`config.mk`:
```
export PLATFORM = sky130hd
export DESIGN_NAME = ooo_core
export DESIGN_NICKNAME = d
export VERILOG_FILES = /design/src/rtl/ooo_pkg.sv /design/src/rtl/execute_units.sv /design/src/rtl/issue_decode.sv /design/src/rtl/ooo_core.sv /design/src/rtl/reorder_buffer.sv /design/src/rtl/reservation_station.sv
export SDC_FILE = /design/constraint.sdc
export NUM_CORES = 2
export LEC_CHECK = 0
export ABC_CLOCK_PERIOD_IN_PS = 8400
export BUFFER_PORTS_ARGS = -buffer_cell sky130_fd_sc_hd__buf_4
export CAP_MARGIN = 20
export CORE_MARGIN = 2
export CORE_UTILIZATION = 50
export DETAILED_ROUTE_END_ITERATION = 8
export HOLD_SLACK_MARGIN = 0.12
export PLACE_DENSITY = 0.74
export SYNTH_ARGS = -nofsm -noshare
export SYNTH_HDL_FRONTEND = slang
export SYNTH_HIERARCHICAL = 1
export SYNTH_SLANG_ARGS = --single-unit
```
`constraint.sdc`:
```
create_clock -name clock -period 8.4 [get_ports clock]
set_clock_uncertainty 0.15 [all_clocks]
set_input_delay 0.84 -clock clock [delete_from_list [all_inputs] [get_ports clock]]
set_output_delay 0.84 -clock clock [all_outputs]
set_load 0.005 [all_outputs]
```
`src/rtl/ooo_pkg.sv`:
```
package ooo_pkg;

	// datapath width
	localparam int xlen = 32;
	typedef logic [xlen-1:0] word_t;

	// architectural registers, r0 always reads zero
	localparam int arch_regs = 8;
	typedef logic [$clog2(arch_regs)-1:0] arch_reg_t;

	// reorder buffer, entry index doubles as rename tag
	localparam int rob_depth = 8;
	typedef logic [$clog2(rob_depth)-1:0] rob_tag_t;

	// shared reservation station pool
	localparam int rs_depth = 4;

	// dispatch to result bus
	localparam int mul_stages = 3;

	// opcodes, unlisted values decode as nop
	typedef enum logic [3:0] {
		op_nop  = 4'd0,
		op_add  = 4'd1,
		op_sub  = 4'd2,
		op_and  = 4'd3,
		op_or   = 4'd4,
		op_xor  = 4'd5,
		op_sll  = 4'd6,
		op_srl  = 4'd7,
		op_addi = 4'd8,
		op_mul  = 4'd9
	} opcode_e;

	// instruction word fields
	localparam int op_msb  = 31;
	localparam int op_lsb  = 28;
	localparam int rd_msb  = 27;
	localparam int rd_lsb  = 25;
	localparam int rs1_msb = 24;
	localparam int rs1_lsb = 22;
	localparam int rs2_msb = 21;
	localparam int rs2_lsb = 19;
	localparam int imm_msb = 15;
	localparam int imm_lsb = 0;

	// which unit executes an instruction
	typedef enum logic {
		unit_alu = 1'b0,
		unit_mul = 1'b1
	} unit_e;

	// apb register map
	typedef logic [7:0] apb_addr_t;
	localparam apb_addr_t issue_offset    = 8'h00;
	localparam apb_addr_t reg_base_offset = 8'h40;

endpackage

```
`src/rtl/execute_units.sv`:
```
module execute_units (
	input  logic              clock,
	input  logic              reset,
	// dispatch from reservation station
	input  logic              disp_valid,
	input  ooo_pkg::unit_e    disp_unit,
	input  ooo_pkg::opcode_e  disp_op,
	input  ooo_pkg::word_t    disp_a,
	input  ooo_pkg::word_t    disp_b,
	input  ooo_pkg::rob_tag_t disp_tag,
	output logic              alu_ready,
	// result bus
	output logic              cdb_valid,
	output ooo_pkg::rob_tag_t cdb_tag,
	output ooo_pkg::word_t    cdb_value
);
	import ooo_pkg::*;

	logic                    alu_fire;
	logic                    mul_fire;
	logic [$clog2(xlen)-1:0] shamt;
	word_t                   alu_result;

	// alu output register
	logic     alu_valid;
	rob_tag_t alu_tag;
	word_t    alu_value;

	// multiplier pipe, partial products then sum
	logic [mul_stages-1:0] mul_valid;
	rob_tag_t              mul_tag [mul_stages];
	word_t                 mul_lo;
	logic [xlen/2-1:0]     mul_hi;
	word_t                 mul_value [1:mul_stages-1];

	assign alu_fire = disp_valid & (disp_unit == unit_alu);
	assign mul_fire = disp_valid & (disp_unit == unit_mul);
	assign shamt    = disp_b[$clog2(xlen)-1:0];

	//////////////////////////////
	// alu
	//////////////////////////////

	always_comb begin
		case (disp_op)
			op_add, op_addi: alu_result = disp_a + disp_b;
			op_sub:          alu_result = disp_a - disp_b;
			op_and:          alu_result = disp_a & disp_b;
			op_or:           alu_result = disp_a | disp_b;
			op_xor:          alu_result = disp_a ^ disp_b;
			op_sll:          alu_result = disp_a << shamt;
			op_srl:          alu_result = disp_a >> shamt;
			default:         alu_result = '0;
		endcase
	end

	always_ff @(posedge clock) begin
		if (reset) begin
			alu_valid <= 1'b0;
		end else begin
			alu_valid <= alu_fire;
		end
	end

	always_ff @(posedge clock) begin
		alu_tag   <= disp_tag;
		alu_value <= alu_result;
	end

	//////////////////////////////
	// multiplier
	//////////////////////////////

	always_ff @(posedge clock) begin
		if (reset) begin
			mul_valid <= '0;
		end else begin
			mul_valid <= {mul_valid[mul_stages-2:0], mul_fire};
		end
	end

	// low half of the product only, upper cross term needs 16 bits
	always_ff @(posedge clock) begin
		mul_tag[0] <= disp_tag;
		mul_lo     <= disp_a * word_t'(disp_b[xlen/2-1:0]);
		mul_hi     <= disp_a[xlen/2-1:0] * disp_b[xlen-1:xlen/2];
		mul_value[1] <= mul_lo + {mul_hi, {(xlen/2){1'b0}}};
		for (int i = 1; i < mul_stages; i++) begin
			mul_tag[i] <= mul_tag[i-1];
		end
		for (int i = 2; i < mul_stages; i++) begin
			mul_value[i] <= mul_value[i-1];
		end
	end

	//////////////////////////////
	// result bus
	//////////////////////////////

	// a multiply lands next cycle, so hold alu dispatch
	assign alu_ready = ~mul_valid[mul_stages-2];

	assign cdb_valid = mul_valid[mul_stages-1] | alu_valid;
	assign cdb_tag   = mul_valid[mul_stages-1] ? mul_tag[mul_stages-1] : alu_tag;
	assign cdb_value = mul_valid[mul_stages-1] ? mul_value[mul_stages-1] : alu_value;

endmodule

```
`src/rtl/issue_decode.sv`:
```
module issue_decode (
	input  logic               clock,
	input  logic               reset,
	// apb slave
	input  logic               psel,
	input  logic               penable,
	input  logic               pwrite,
	input  ooo_pkg::apb_addr_t paddr,
	input  ooo_pkg::word_t     pwdata,
	output ooo_pkg::word_t     prdata,
	output logic               pready,
	output logic               pslverr,
	// resource status
	input  logic               rob_full,
	input  logic               rs_full,
	input  ooo_pkg::rob_tag_t  alloc_tag,
	// rob read ports
	output ooo_pkg::rob_tag_t  rd1_tag,
	output ooo_pkg::rob_tag_t  rd2_tag,
	input  ooo_pkg::word_t     rd1_value,
	input  ooo_pkg::word_t     rd2_value,
	input  logic               rd1_done,
	input  logic               rd2_done,
	// commit from rob
	input  logic               commit_valid,
	input  logic               commit_wr_en,
	input  ooo_pkg::arch_reg_t commit_rd,
	input  ooo_pkg::word_t     commit_value,
	input  ooo_pkg::rob_tag_t  commit_tag,
	// issue
	output logic               issue_valid,
	output ooo_pkg::opcode_e   issue_op,
	output ooo_pkg::unit_e     issue_unit,
	output ooo_pkg::arch_reg_t issue_rd,
	output ooo_pkg::word_t     issue_imm,
	output ooo_pkg::word_t     src1_value,
	output ooo_pkg::word_t     src2_value,
	output ooo_pkg::rob_tag_t  src1_tag,
	output ooo_pkg::rob_tag_t  src2_tag,
	output logic               src1_ready,
	output logic               src2_ready
);
	import ooo_pkg::*;

	// committed registers and rename map
	word_t                regs [arch_regs];
	logic [arch_regs-1:0] map_valid;
	rob_tag_t             map_tag [arch_regs];

	logic       access;
	logic       is_issue;
	logic       is_read;
	logic       stall;
	arch_reg_t  reg_idx;
	logic [3:0] raw_op;
	arch_reg_t  rs1;
	arch_reg_t  rs2;

	//////////////////////////////
	// apb slave
	//////////////////////////////

	assign access  = psel & penable;
	// word aligned register window
	assign reg_idx = arch_reg_t'(paddr >> 2);
	assign is_issue = access & pwrite & (paddr == issue_offset);
	assign is_read  = access & ~pwrite &
		((paddr & ~apb_addr_t'(4 * (arch_regs - 1))) == reg_base_offset);

	// back-pressure only on issue writes
	assign stall       = rob_full | rs_full;
	assign pready      = access & ~(is_issue & stall);
	assign pslverr     = access & ~is_issue & ~is_read;
	assign prdata      = is_read ? regs[reg_idx] : '0;
	assign issue_valid = is_issue & ~stall;

	//////////////////////////////
	// decode
	//////////////////////////////

	assign raw_op     = pwdata[op_msb:op_lsb];
	assign issue_op   = (raw_op <= op_mul) ? opcode_e'(raw_op) : op_nop;
	assign issue_unit = (issue_op == op_mul) ? unit_mul : unit_alu;
	// nop never claims a destination
	assign issue_rd   = (issue_op == op_nop) ? '0 : pwdata[rd_msb:rd_lsb];
	assign issue_imm  = {{(xlen - (imm_msb - imm_lsb + 1)){pwdata[imm_msb]}},
		pwdata[imm_msb:imm_lsb]};
	assign rs1        = pwdata[rs1_msb:rs1_lsb];
	assign rs2        = pwdata[rs2_msb:rs2_lsb];

	// producer lookup in the rob
	assign rd1_tag = map_tag[rs1];
	assign rd2_tag = map_tag[rs2];

	// source 1 from regfile, rob value, or wait on tag
	always_comb begin
		src1_tag   = map_tag[rs1];
		src1_ready = 1'b1;
		src1_value = regs[rs1];
		if (map_valid[rs1]) begin
			src1_ready = rd1_done;
			src1_value = rd1_value;
		end
	end

	// source 2, addi always has its immediate
	always_comb begin
		src2_tag   = map_tag[rs2];
		src2_ready = 1'b1;
		src2_value = regs[rs2];
		if (map_valid[rs2] && issue_op != op_addi) begin
			src2_ready = rd2_done;
			src2_value = rd2_value;
		end
	end

	//////////////////////////////
	// map table and regfile
	//////////////////////////////

	always_ff @(posedge clock) begin
		if (reset) begin
			map_valid <= '0;
		end else begin
			// release only if no younger writer took the register
			if (commit_valid && commit_wr_en && map_tag[commit_rd] == commit_tag) begin
				map_valid[commit_rd] <= 1'b0;
			end
			// newest producer wins over same-cycle release
			if (issue_valid && issue_rd != '0) begin
				map_valid[issue_rd] <= 1'b1;
			end
		end
	end

	always_ff @(posedge clock) begin
		if (issue_valid && issue_rd != '0) begin
			map_tag[issue_rd] <= alloc_tag;
		end
	end

	// architectural state, starts at zero
	always_ff @(posedge clock) begin
		if (reset) begin
			for (int i = 0; i < arch_regs; i++) begin
				regs[i] <= '0;
			end
		end else if (commit_valid && commit_wr_en) begin
			regs[commit_rd] <= commit_value;
		end
	end

endmodule

```
`src/rtl/ooo_core.sv`:
```
module ooo_core (
	input  logic               clock,
	input  logic               reset,
	// apb slave
	input  logic               psel,
	input  logic               penable,
	input  logic               pwrite,
	input  ooo_pkg::apb_addr_t paddr,
	input  ooo_pkg::word_t     pwdata,
	output ooo_pkg::word_t     prdata,
	output logic               pready,
	output logic               pslverr,
	// in-order commit stream
	output logic               commit_valid,
	output logic               commit_wr_en,
	output ooo_pkg::arch_reg_t commit_rd,
	output ooo_pkg::word_t     commit_value
);
	import ooo_pkg::*;

	// issue
	logic      issue_valid;
	opcode_e   issue_op;
	unit_e     issue_unit;
	arch_reg_t issue_rd;
	word_t     issue_imm;
	word_t     src1_value;
	word_t     src2_value;
	rob_tag_t  src1_tag;
	rob_tag_t  src2_tag;
	logic      src1_ready;
	logic      src2_ready;

	// rob
	logic     rob_full;
	rob_tag_t alloc_tag;
	rob_tag_t rd1_tag;
	rob_tag_t rd2_tag;
	word_t    rd1_value;
	word_t    rd2_value;
	logic     rd1_done;
	logic     rd2_done;
	rob_tag_t commit_tag;

	// dispatch
	logic     rs_full;
	logic     disp_valid;
	unit_e    disp_unit;
	opcode_e  disp_op;
	word_t    disp_a;
	word_t    disp_b;
	rob_tag_t disp_tag;

	// execute and result bus
	logic     alu_ready;
	logic     cdb_valid;
	rob_tag_t cdb_tag;
	word_t    cdb_value;

	//////////////////////////////
	// rename and issue
	//////////////////////////////

	issue_decode u_issue (
		.clock        (clock),
		.reset        (reset),
		.psel         (psel),
		.penable      (penable),
		.pwrite       (pwrite),
		.paddr        (paddr),
		.pwdata       (pwdata),
		.prdata       (prdata),
		.pready       (pready),
		.pslverr      (pslverr),
		.rob_full     (rob_full),
		.rs_full      (rs_full),
		.alloc_tag    (alloc_tag),
		.rd1_tag      (rd1_tag),
		.rd2_tag      (rd2_tag),
		.rd1_value    (rd1_value),
		.rd2_value    (rd2_value),
		.rd1_done     (rd1_done),
		.rd2_done     (rd2_done),
		.commit_valid (commit_valid),
		.commit_wr_en (commit_wr_en),
		.commit_rd    (commit_rd),
		.commit_value (commit_value),
		.commit_tag   (commit_tag),
		.issue_valid  (issue_valid),
		.issue_op     (issue_op),
		.issue_unit   (issue_unit),
		.issue_rd     (issue_rd),
		.issue_imm    (issue_imm),
		.src1_value   (src1_value),
		.src2_value   (src2_value),
		.src1_tag     (src1_tag),
		.src2_tag     (src2_tag),
		.src1_ready   (src1_ready),
		.src2_ready   (src2_ready)
	);

	reservation_station u_rs (
		.clock      (clock),
		.reset      (reset),
		.issue_valid(issue_valid),
		.issue_op   (issue_op),
		.issue_unit (issue_unit),
		.issue_imm  (issue_imm),
		.src1_value (src1_value),
		.src2_value (src2_value),
		.src1_tag   (src1_tag),
		.src2_tag   (src2_tag),
		.src1_ready (src1_ready),
		.src2_ready (src2_ready),
		.issue_tag  (alloc_tag),
		.rs_full    (rs_full),
		.cdb_valid  (cdb_valid),
		.cdb_tag    (cdb_tag),
		.cdb_value  (cdb_value),
		.alu_ready  (alu_ready),
		.disp_valid (disp_valid),
		.disp_unit  (disp_unit),
		.disp_op    (disp_op),
		.disp_a     (disp_a),
		.disp_b     (disp_b),
		.disp_tag   (disp_tag)
	);

	//////////////////////////////
	// execute and retire
	//////////////////////////////

	execute_units u_exec (
		.clock      (clock),
		.reset      (reset),
		.disp_valid (disp_valid),
		.disp_unit  (disp_unit),
		.disp_op    (disp_op),
		.disp_a     (disp_a),
		.disp_b     (disp_b),
		.disp_tag   (disp_tag),
		.alu_ready  (alu_ready),
		.cdb_valid  (cdb_valid),
		.cdb_tag    (cdb_tag),
		.cdb_value  (cdb_value)
	);

	reorder_buffer u_rob (
		.clock        (clock),
		.reset        (reset),
		.issue_valid  (issue_valid),
		.issue_rd     (issue_rd),
		.issue_op     (issue_op),
		.rob_full     (rob_full),
		.alloc_tag    (alloc_tag),
		.rd1_tag      (rd1_tag),
		.rd2_tag      (rd2_tag),
		.rd1_value    (rd1_value),
		.rd2_value    (rd2_value),
		.rd1_done     (rd1_done),
		.rd2_done     (rd2_done),
		.cdb_valid    (cdb_valid),
		.cdb_tag      (cdb_tag),
		.cdb_value    (cdb_value),
		.commit_valid (commit_valid),
		.commit_wr_en (commit_wr_en),
		.commit_rd    (commit_rd),
		.commit_value (commit_value),
		.commit_tag   (commit_tag)
	);

endmodule

```
`src/rtl/reorder_buffer.sv`:
```
module reorder_buffer (
	input  logic               clock,
	input  logic               reset,
	// allocation
	input  logic               issue_valid,
	input  ooo_pkg::arch_reg_t issue_rd,
	input  ooo_pkg::opcode_e   issue_op,
	output logic               rob_full,
	output ooo_pkg::rob_tag_t  alloc_tag,
	// operand read ports
	input  ooo_pkg::rob_tag_t  rd1_tag,
	input  ooo_pkg::rob_tag_t  rd2_tag,
	output ooo_pkg::word_t     rd1_value,
	output ooo_pkg::word_t     rd2_value,
	output logic               rd1_done,
	output logic               rd2_done,
	// result bus
	input  logic               cdb_valid,
	input  ooo_pkg::rob_tag_t  cdb_tag,
	input  ooo_pkg::word_t     cdb_value,
	// commit
	output logic               commit_valid,
	output logic               commit_wr_en,
	output ooo_pkg::arch_reg_t commit_rd,
	output ooo_pkg::word_t     commit_value,
	output ooo_pkg::rob_tag_t  commit_tag
);
	import ooo_pkg::*;

	// entry payload
	logic [rob_depth-1:0] done;
	logic [rob_depth-1:0] wr_en;
	arch_reg_t            dest [rob_depth];
	word_t                value [rob_depth];

	// circular buffer pointers
	rob_tag_t                   head;
	rob_tag_t                   tail;
	logic [$clog2(rob_depth):0] count;

	logic rd1_hit;
	logic rd2_hit;

	// depth is a power of two, top count bit means full
	assign rob_full  = count[$clog2(rob_depth)];
	assign alloc_tag = tail;

	//////////////////////////////
	// read ports
	//////////////////////////////

	// result bus bypass for a tag finishing this cycle
	assign rd1_hit   = cdb_valid & (cdb_tag == rd1_tag);
	assign rd2_hit   = cdb_valid & (cdb_tag == rd2_tag);
	assign rd1_done  = done[rd1_tag] | rd1_hit;
	assign rd2_done  = done[rd2_tag] | rd2_hit;
	assign rd1_value = rd1_hit ? cdb_value : value[rd1_tag];
	assign rd2_value = rd2_hit ? cdb_value : value[rd2_tag];

	//////////////////////////////
	// commit
	//////////////////////////////

	assign commit_valid = (count != '0) & done[head];
	assign commit_wr_en = commit_valid & wr_en[head];
	assign commit_rd    = dest[head];
	assign commit_value = value[head];
	assign commit_tag   = head;

	always_ff @(posedge clock) begin
		if (reset) begin
			head  <= '0;
			tail  <= '0;
			count <= '0;
		end else begin
			if (issue_valid) begin
				tail <= tail + 1;
			end
			if (commit_valid) begin
				head <= head + 1;
			end
			case ({issue_valid, commit_valid})
				2'b10:   count <= count + 1;
				2'b01:   count <= count - 1;
				default: count <= count;
			endcase
		end
	end

	// fill at tail, completion from the bus
	always_ff @(posedge clock) begin
		if (issue_valid) begin
			// nothing to execute for a nop
			done[tail]  <= (issue_op == op_nop);
			wr_en[tail] <= (issue_rd != '0) && (issue_op != op_nop);
			dest[tail]  <= issue_rd;
			value[tail] <= '0;
		end
		if (cdb_valid) begin
			done[cdb_tag]  <= 1'b1;
			value[cdb_tag] <= cdb_value;
		end
	end

endmodule

```
`src/rtl/reservation_station.sv`:
```
module reservation_station (
	input  logic              clock,
	input  logic              reset,
	// allocation
	input  logic              issue_valid,
	input  ooo_pkg::opcode_e  issue_op,
	input  ooo_pkg::unit_e    issue_unit,
	input  ooo_pkg::word_t    issue_imm,
	input  ooo_pkg::word_t    src1_value,
	input  ooo_pkg::word_t    src2_value,
	input  ooo_pkg::rob_tag_t src1_tag,
	input  ooo_pkg::rob_tag_t src2_tag,
	input  logic              src1_ready,
	input  logic              src2_ready,
	input  ooo_pkg::rob_tag_t issue_tag,
	output logic              rs_full,
	// result bus snoop
	input  logic              cdb_valid,
	input  ooo_pkg::rob_tag_t cdb_tag,
	input  ooo_pkg::word_t    cdb_value,
	// dispatch
	input  logic              alu_ready,
	output logic              disp_valid,
	output ooo_pkg::unit_e    disp_unit,
	output ooo_pkg::opcode_e  disp_op,
	output ooo_pkg::word_t    disp_a,
	output ooo_pkg::word_t    disp_b,
	output ooo_pkg::rob_tag_t disp_tag
);
	import ooo_pkg::*;

	logic [rs_depth-1:0] valid;
	logic [rs_depth-1:0] a_ready;
	logic [rs_depth-1:0] b_ready;
	logic [rs_depth-1:0] eligible;
	// per entry, mask of entries allocated before it
	logic [rs_depth-1:0] older [rs_depth];
	opcode_e             op [rs_depth];
	unit_e               unit [rs_depth];
	word_t               a_value [rs_depth];
	word_t               b_value [rs_depth];
	rob_tag_t            a_tag [rs_depth];
	rob_tag_t            b_tag [rs_depth];
	rob_tag_t            dst_tag [rs_depth];

	logic                        alloc_en;
	logic [$clog2(rs_depth)-1:0] alloc_idx;
	logic [$clog2(rs_depth)-1:0] disp_idx;

	// nops complete in the rob and never take a slot
	assign alloc_en = issue_valid & (issue_op != op_nop);
	assign rs_full  = &valid;

	// lowest free slot
	always_comb begin
		alloc_idx = '0;
		for (int i = rs_depth - 1; i >= 0; i--) begin
			if (!valid[i]) begin
				alloc_idx = i[$clog2(rs_depth)-1:0];
			end
		end
	end

	// operands present and unit can accept
	always_comb begin
		for (int i = 0; i < rs_depth; i++) begin
			eligible[i] = valid[i] & a_ready[i] & b_ready[i] &
				((unit[i] == unit_mul) | alu_ready);
		end
	end

	// oldest eligible, nothing eligible is older than it
	always_comb begin
		disp_valid = 1'b0;
		disp_idx   = '0;
		for (int i = 0; i < rs_depth; i++) begin
			if (eligible[i] && (eligible & older[i]) == '0) begin
				disp_valid = 1'b1;
				disp_idx   = i[$clog2(rs_depth)-1:0];
			end
		end
	end

	assign disp_unit = unit[disp_idx];
	assign disp_op   = op[disp_idx];
	assign disp_a    = a_value[disp_idx];
	assign disp_b    = b_value[disp_idx];
	assign disp_tag  = dst_tag[disp_idx];

	always_ff @(posedge clock) begin
		if (reset) begin
			valid <= '0;
		end else begin
			if (disp_valid) begin
				valid[disp_idx] <= 1'b0;
			end
			if (alloc_en) begin
				valid[alloc_idx] <= 1'b1;
			end
		end
	end

	//////////////////////////////
	// operand capture and fill
	//////////////////////////////

	always_ff @(posedge clock) begin
		for (int i = 0; i < rs_depth; i++) begin
			if (cdb_valid && !a_ready[i] && a_tag[i] == cdb_tag) begin
				a_value[i] <= cdb_value;
				a_ready[i] <= 1'b1;
			end
			if (cdb_valid && !b_ready[i] && b_tag[i] == cdb_tag) begin
				b_value[i] <= cdb_value;
				b_ready[i] <= 1'b1;
			end
		end
		if (alloc_en) begin
			op[alloc_idx]      <= issue_op;
			unit[alloc_idx]    <= issue_unit;
			a_value[alloc_idx] <= src1_value;
			a_ready[alloc_idx] <= src1_ready;
			a_tag[alloc_idx]   <= src1_tag;
			// immediate replaces rs2 for addi
			b_value[alloc_idx] <= (issue_op == op_addi) ? issue_imm : src2_value;
			b_ready[alloc_idx] <= src2_ready;
			b_tag[alloc_idx]   <= src2_tag;
			dst_tag[alloc_idx] <= issue_tag;
			// new entry is younger than every live one
			for (int j = 0; j < rs_depth; j++) begin
				older[j][alloc_idx] <= 1'b0;
			end
			older[alloc_idx] <= valid;
		end
	end

endmodule

```
==> out/qor.yml <==
sta:
  timing_hold_violations_final: 0
  whs_ns: 0.172
  finalMaxSlewViolations: 0
  rsz0062_at_grt: "true"
  relSlewSlack_pct: 21.2
  fin_ws_ns: 0.0379
  max_freq_ghz: 0.120
  period_minus_slack_ns: 8.36
  tightest_slew_ns: 1.18
  fin_crit_sh_pct: 99.5
  setup_violations: 0
logic_synthesis:
  synth_cell_types: 100
  synth-async-reset-ratio_pct: 0
  synth.most_common_cell: "edfxtp_1"
  synthCells: 6909
  yosys_register_bits: 1094
  netlist_top_cells_count: "896 x edfxtp_1, 796 x nand2_1, 550 x nor2_1, 524 x and2_1, 523 x inv_1"
  yosysWarnings: 6
  yosysSeqAreaShare_pct: 39.3
  synth_edf_count: 896
  synth.top_cell.area_share_pct: 34.3
  yosysTopAreaCell: "edfxtp_1"
  syn-cell-area_um2: 78500
  dominantRegCellSynth: "edfxtp_1"
  syn_avg_cell_area_um2: 11.4
  synth_area_leaders: "edfxtp_1 34%, mux4_2 13%, fa_1 9.8%, dfxtp_1 5.1%, and2_1 4.2%"
min_path:
  min_to: "u_exec/mul_value[1][0]$_DFF_P_"
  min_from: "u_exec/mul_lo[0]$_DFF_P_"
  hold_depth: 0
  worst_hold_path_type: "register to register"
final_layout:
  fillers: 12800
  syn2layout_area_growth_pct: 11.3
  finalInstanceArea_um2: 87300
  drive_above_1_share_pct: 20.7
  nets: 7697
  utilization_pct: 56.0
global_routing:
  grt_antenna_before_repair: 6
  globalRouteOverflowTotal: 0
  track_usage_pct: 30.3
  grt_pass1_vias: 57800
  grt_max_degree: 75
  grt_first_pass_wirelength_um: 365000
place:
  placed_area_um2: 82500
  port_buffers: 112
  dp_slack_ns: -0.144
  gp_congestion: 1.04
  dp_hpwl_um: 172000
critical_path:
  crit_fanout: 14
  crit-reg2reg-launch: "u_rs/unit[0]$_DFFE_PP_"
  rr_worst_depth: 29
  critPathRequiredTime_ns: 8.84
  max_stage_delay_ns: 0.60
  crit_start: "u_rs/unit[0]$_DFFE_PP_"
  start_kind: "register"
  arrival_ns: 8.80
  crit_type: "register to register"
  reg2reg_slack_ns: 0.04
  end_kind: "register"
  r2r-end: "u_exec/mul_lo[31]$_DFF_P_"
  crit_slowest_cell: "fa_1"
  cp_common_cell: "fa_1"
die:
  die-height_um: 400
  ios: 116
  fp.dieArea_um2: 160000
  start_util_pct: 50.3
  core_area_um2: 156000
  num_rows: 145
  die_x_um: 400
clocking:
  cts_tree: "yes"
  htreeDepth: 3
  cts.sinks: 1094
  clock_path_buffers: 3
  clk_latency_ns: 0.77
  clk_pin_slew_ns: 0.07
  cts_root_buf: "clkbuf_16"
  cts_buffers: 114
pwr:
  ir_drop_mv: 0.204
  p_per_area_nw_per_um2: 134
  p_leak_nw: 35.6
  p_total_w: 0.0117
run:
  drv_cap: 0
routing:
  postRouteAntennaNets: 0
  drt-pass1-iter-count: 8
  wl_um: 252000
  avgViaCountPerCell: 6.32
  remaining_drc_errors: 0
  first_iter_violations: 7359
  num_vias: 58100
  wl_per_cell_um: 27.4
run_status:
  outcome: "completed"
[power breakdown]
part	internal [W]	total (W)	switching (W)
registers	0.00588	0.00594	0.0000613
logic	0.000261	0.000615	0.000354
clock network	0.00290	0.00516	0.00226
total	0.00904	0.0117	0.00268
[layout make-up]
class	count	area, µm²	area share, %
Inverter	549	2080	2.39
Clock inverter	60	674	0.772
Tap cell	2058	2570	2.95
Timing Repair Buffer	511	4290	4.92
Clock buffer	153	3120	3.57
Multi-Input combinational cell	4765	43700	50.0
Sequential cell	1094	30900	35.4
Antenna cell	7	17.5	0.0201
[critical path: cells and delay by family (launching register included)]
family / cells / cell delay (ns)
AO/OA/AOI/OAI: 8 / 2.00
XOR/XNOR: 1 / 0.13
adder cells (fa/ha/maj): 7 / 3.33
buffers and inverters: 7 / 1.07
flip-flops: 1 / 0.39
AND/OR/NAND/NOR: 6 / 1.10
[worst max path at each step]
| stage | to | slack (ns) | cells after the start |
|---|---|---|---|
| finish | u_exec/mul_lo[31]$_DFF_P_ | 0.04 | 29 |
| global route | u_exec/mul_lo[31]$_DFF_P_ | -0.13 | 29 |
| CTS | u_exec/mul_lo[31]$_DFF_P_ | 0.005 | 30 |
| detailed placement | u_exec/mul_lo[31]$_DFF_P_ | -0.14 | 27 |
| global placement | u_exec/mul_lo[31]$_DFF_P_ | 0.002 | 26 |
| floorplan | u_exec/mul_lo[31]$_DFF_P_ | 0.004 | 34 |
[sequential cells by signal (all words and copies together), names as in the netlist, 16 cells and up, named ones only]
signal and cells:
u_issue/regs 256, u_rs/older 16, u_rob/value 256, u_exec/mul_value 64, u_rs/b_value 128, u_exec/mul_lo 32
u_rs/op 16, u_rob/dest 24, u_exec/mul_hi 16, u_rs/a_value 128, u_exec/alu_value 32, u_issue/map_tag 24
[layout by cell type (no fill, tap or decap), drive strengths merged, types with 14 or more instances in the layout]
cell,n
edfxtp,896
nand2,796
nor2,550
inv,537
and2,526
buf,505
mux4,439
fa,386
o21ai,294
mux2i,272
ha,231
a21oi,229
dfxtp,198
mux2,160
clkbuf,159
xnor2,147
and3,85
a221o,81
clkinv,53
xor2,49
nor3,41
nand3,37
a21o,36
nand2b,35
a221oi,35
o22ai,26
or2,25
nor2b,24
a31oi,19
o211ai,18
o21bai,17
a211o,15
or3,15
o31ai,14
[kinds of logic after synthesis]
logic type / Yosys count / synth area share [%]
simple gates: 2197 / 13.3
flops: 1094 / 39.3
buf+inv: 1055 / 5.81
compound gates: 877 / 7.14
mux: 871 / 18.7
fa+ha+maj: 617 / 13.5
xor+xnor: 196 / 2.19
other cells: 2 / 0.00957
[timing repair]
action,in CTS,in global routing
cloned,0,7
setup buffers,0,56
resized for setup,5,127
endpoints found under the setup margin,4,13
pin swaps,1,61
hold buffers,0,0
[per-stage QoR]
| step | setup TNS (ns) | instances |
|---|---|---|
| final | 0 | 9197 |
| after global routing | -0.301 | 9192 |
| after CTS | 0 | 9127 |
| after detailed placement | -0.263 | 8914 |
| after global placement | 0 | 8914 |
| after floorplan | 0 | 6913 |
[per-layer routing]
layer	global-route usage, %	part of all wire, %
met5	0	0.0087
met4	13.7	5.4
met3	6.66	11
met2	49.5	47
met1	38.8	36
Note: power is estimated with default switching activity, not from simulation.
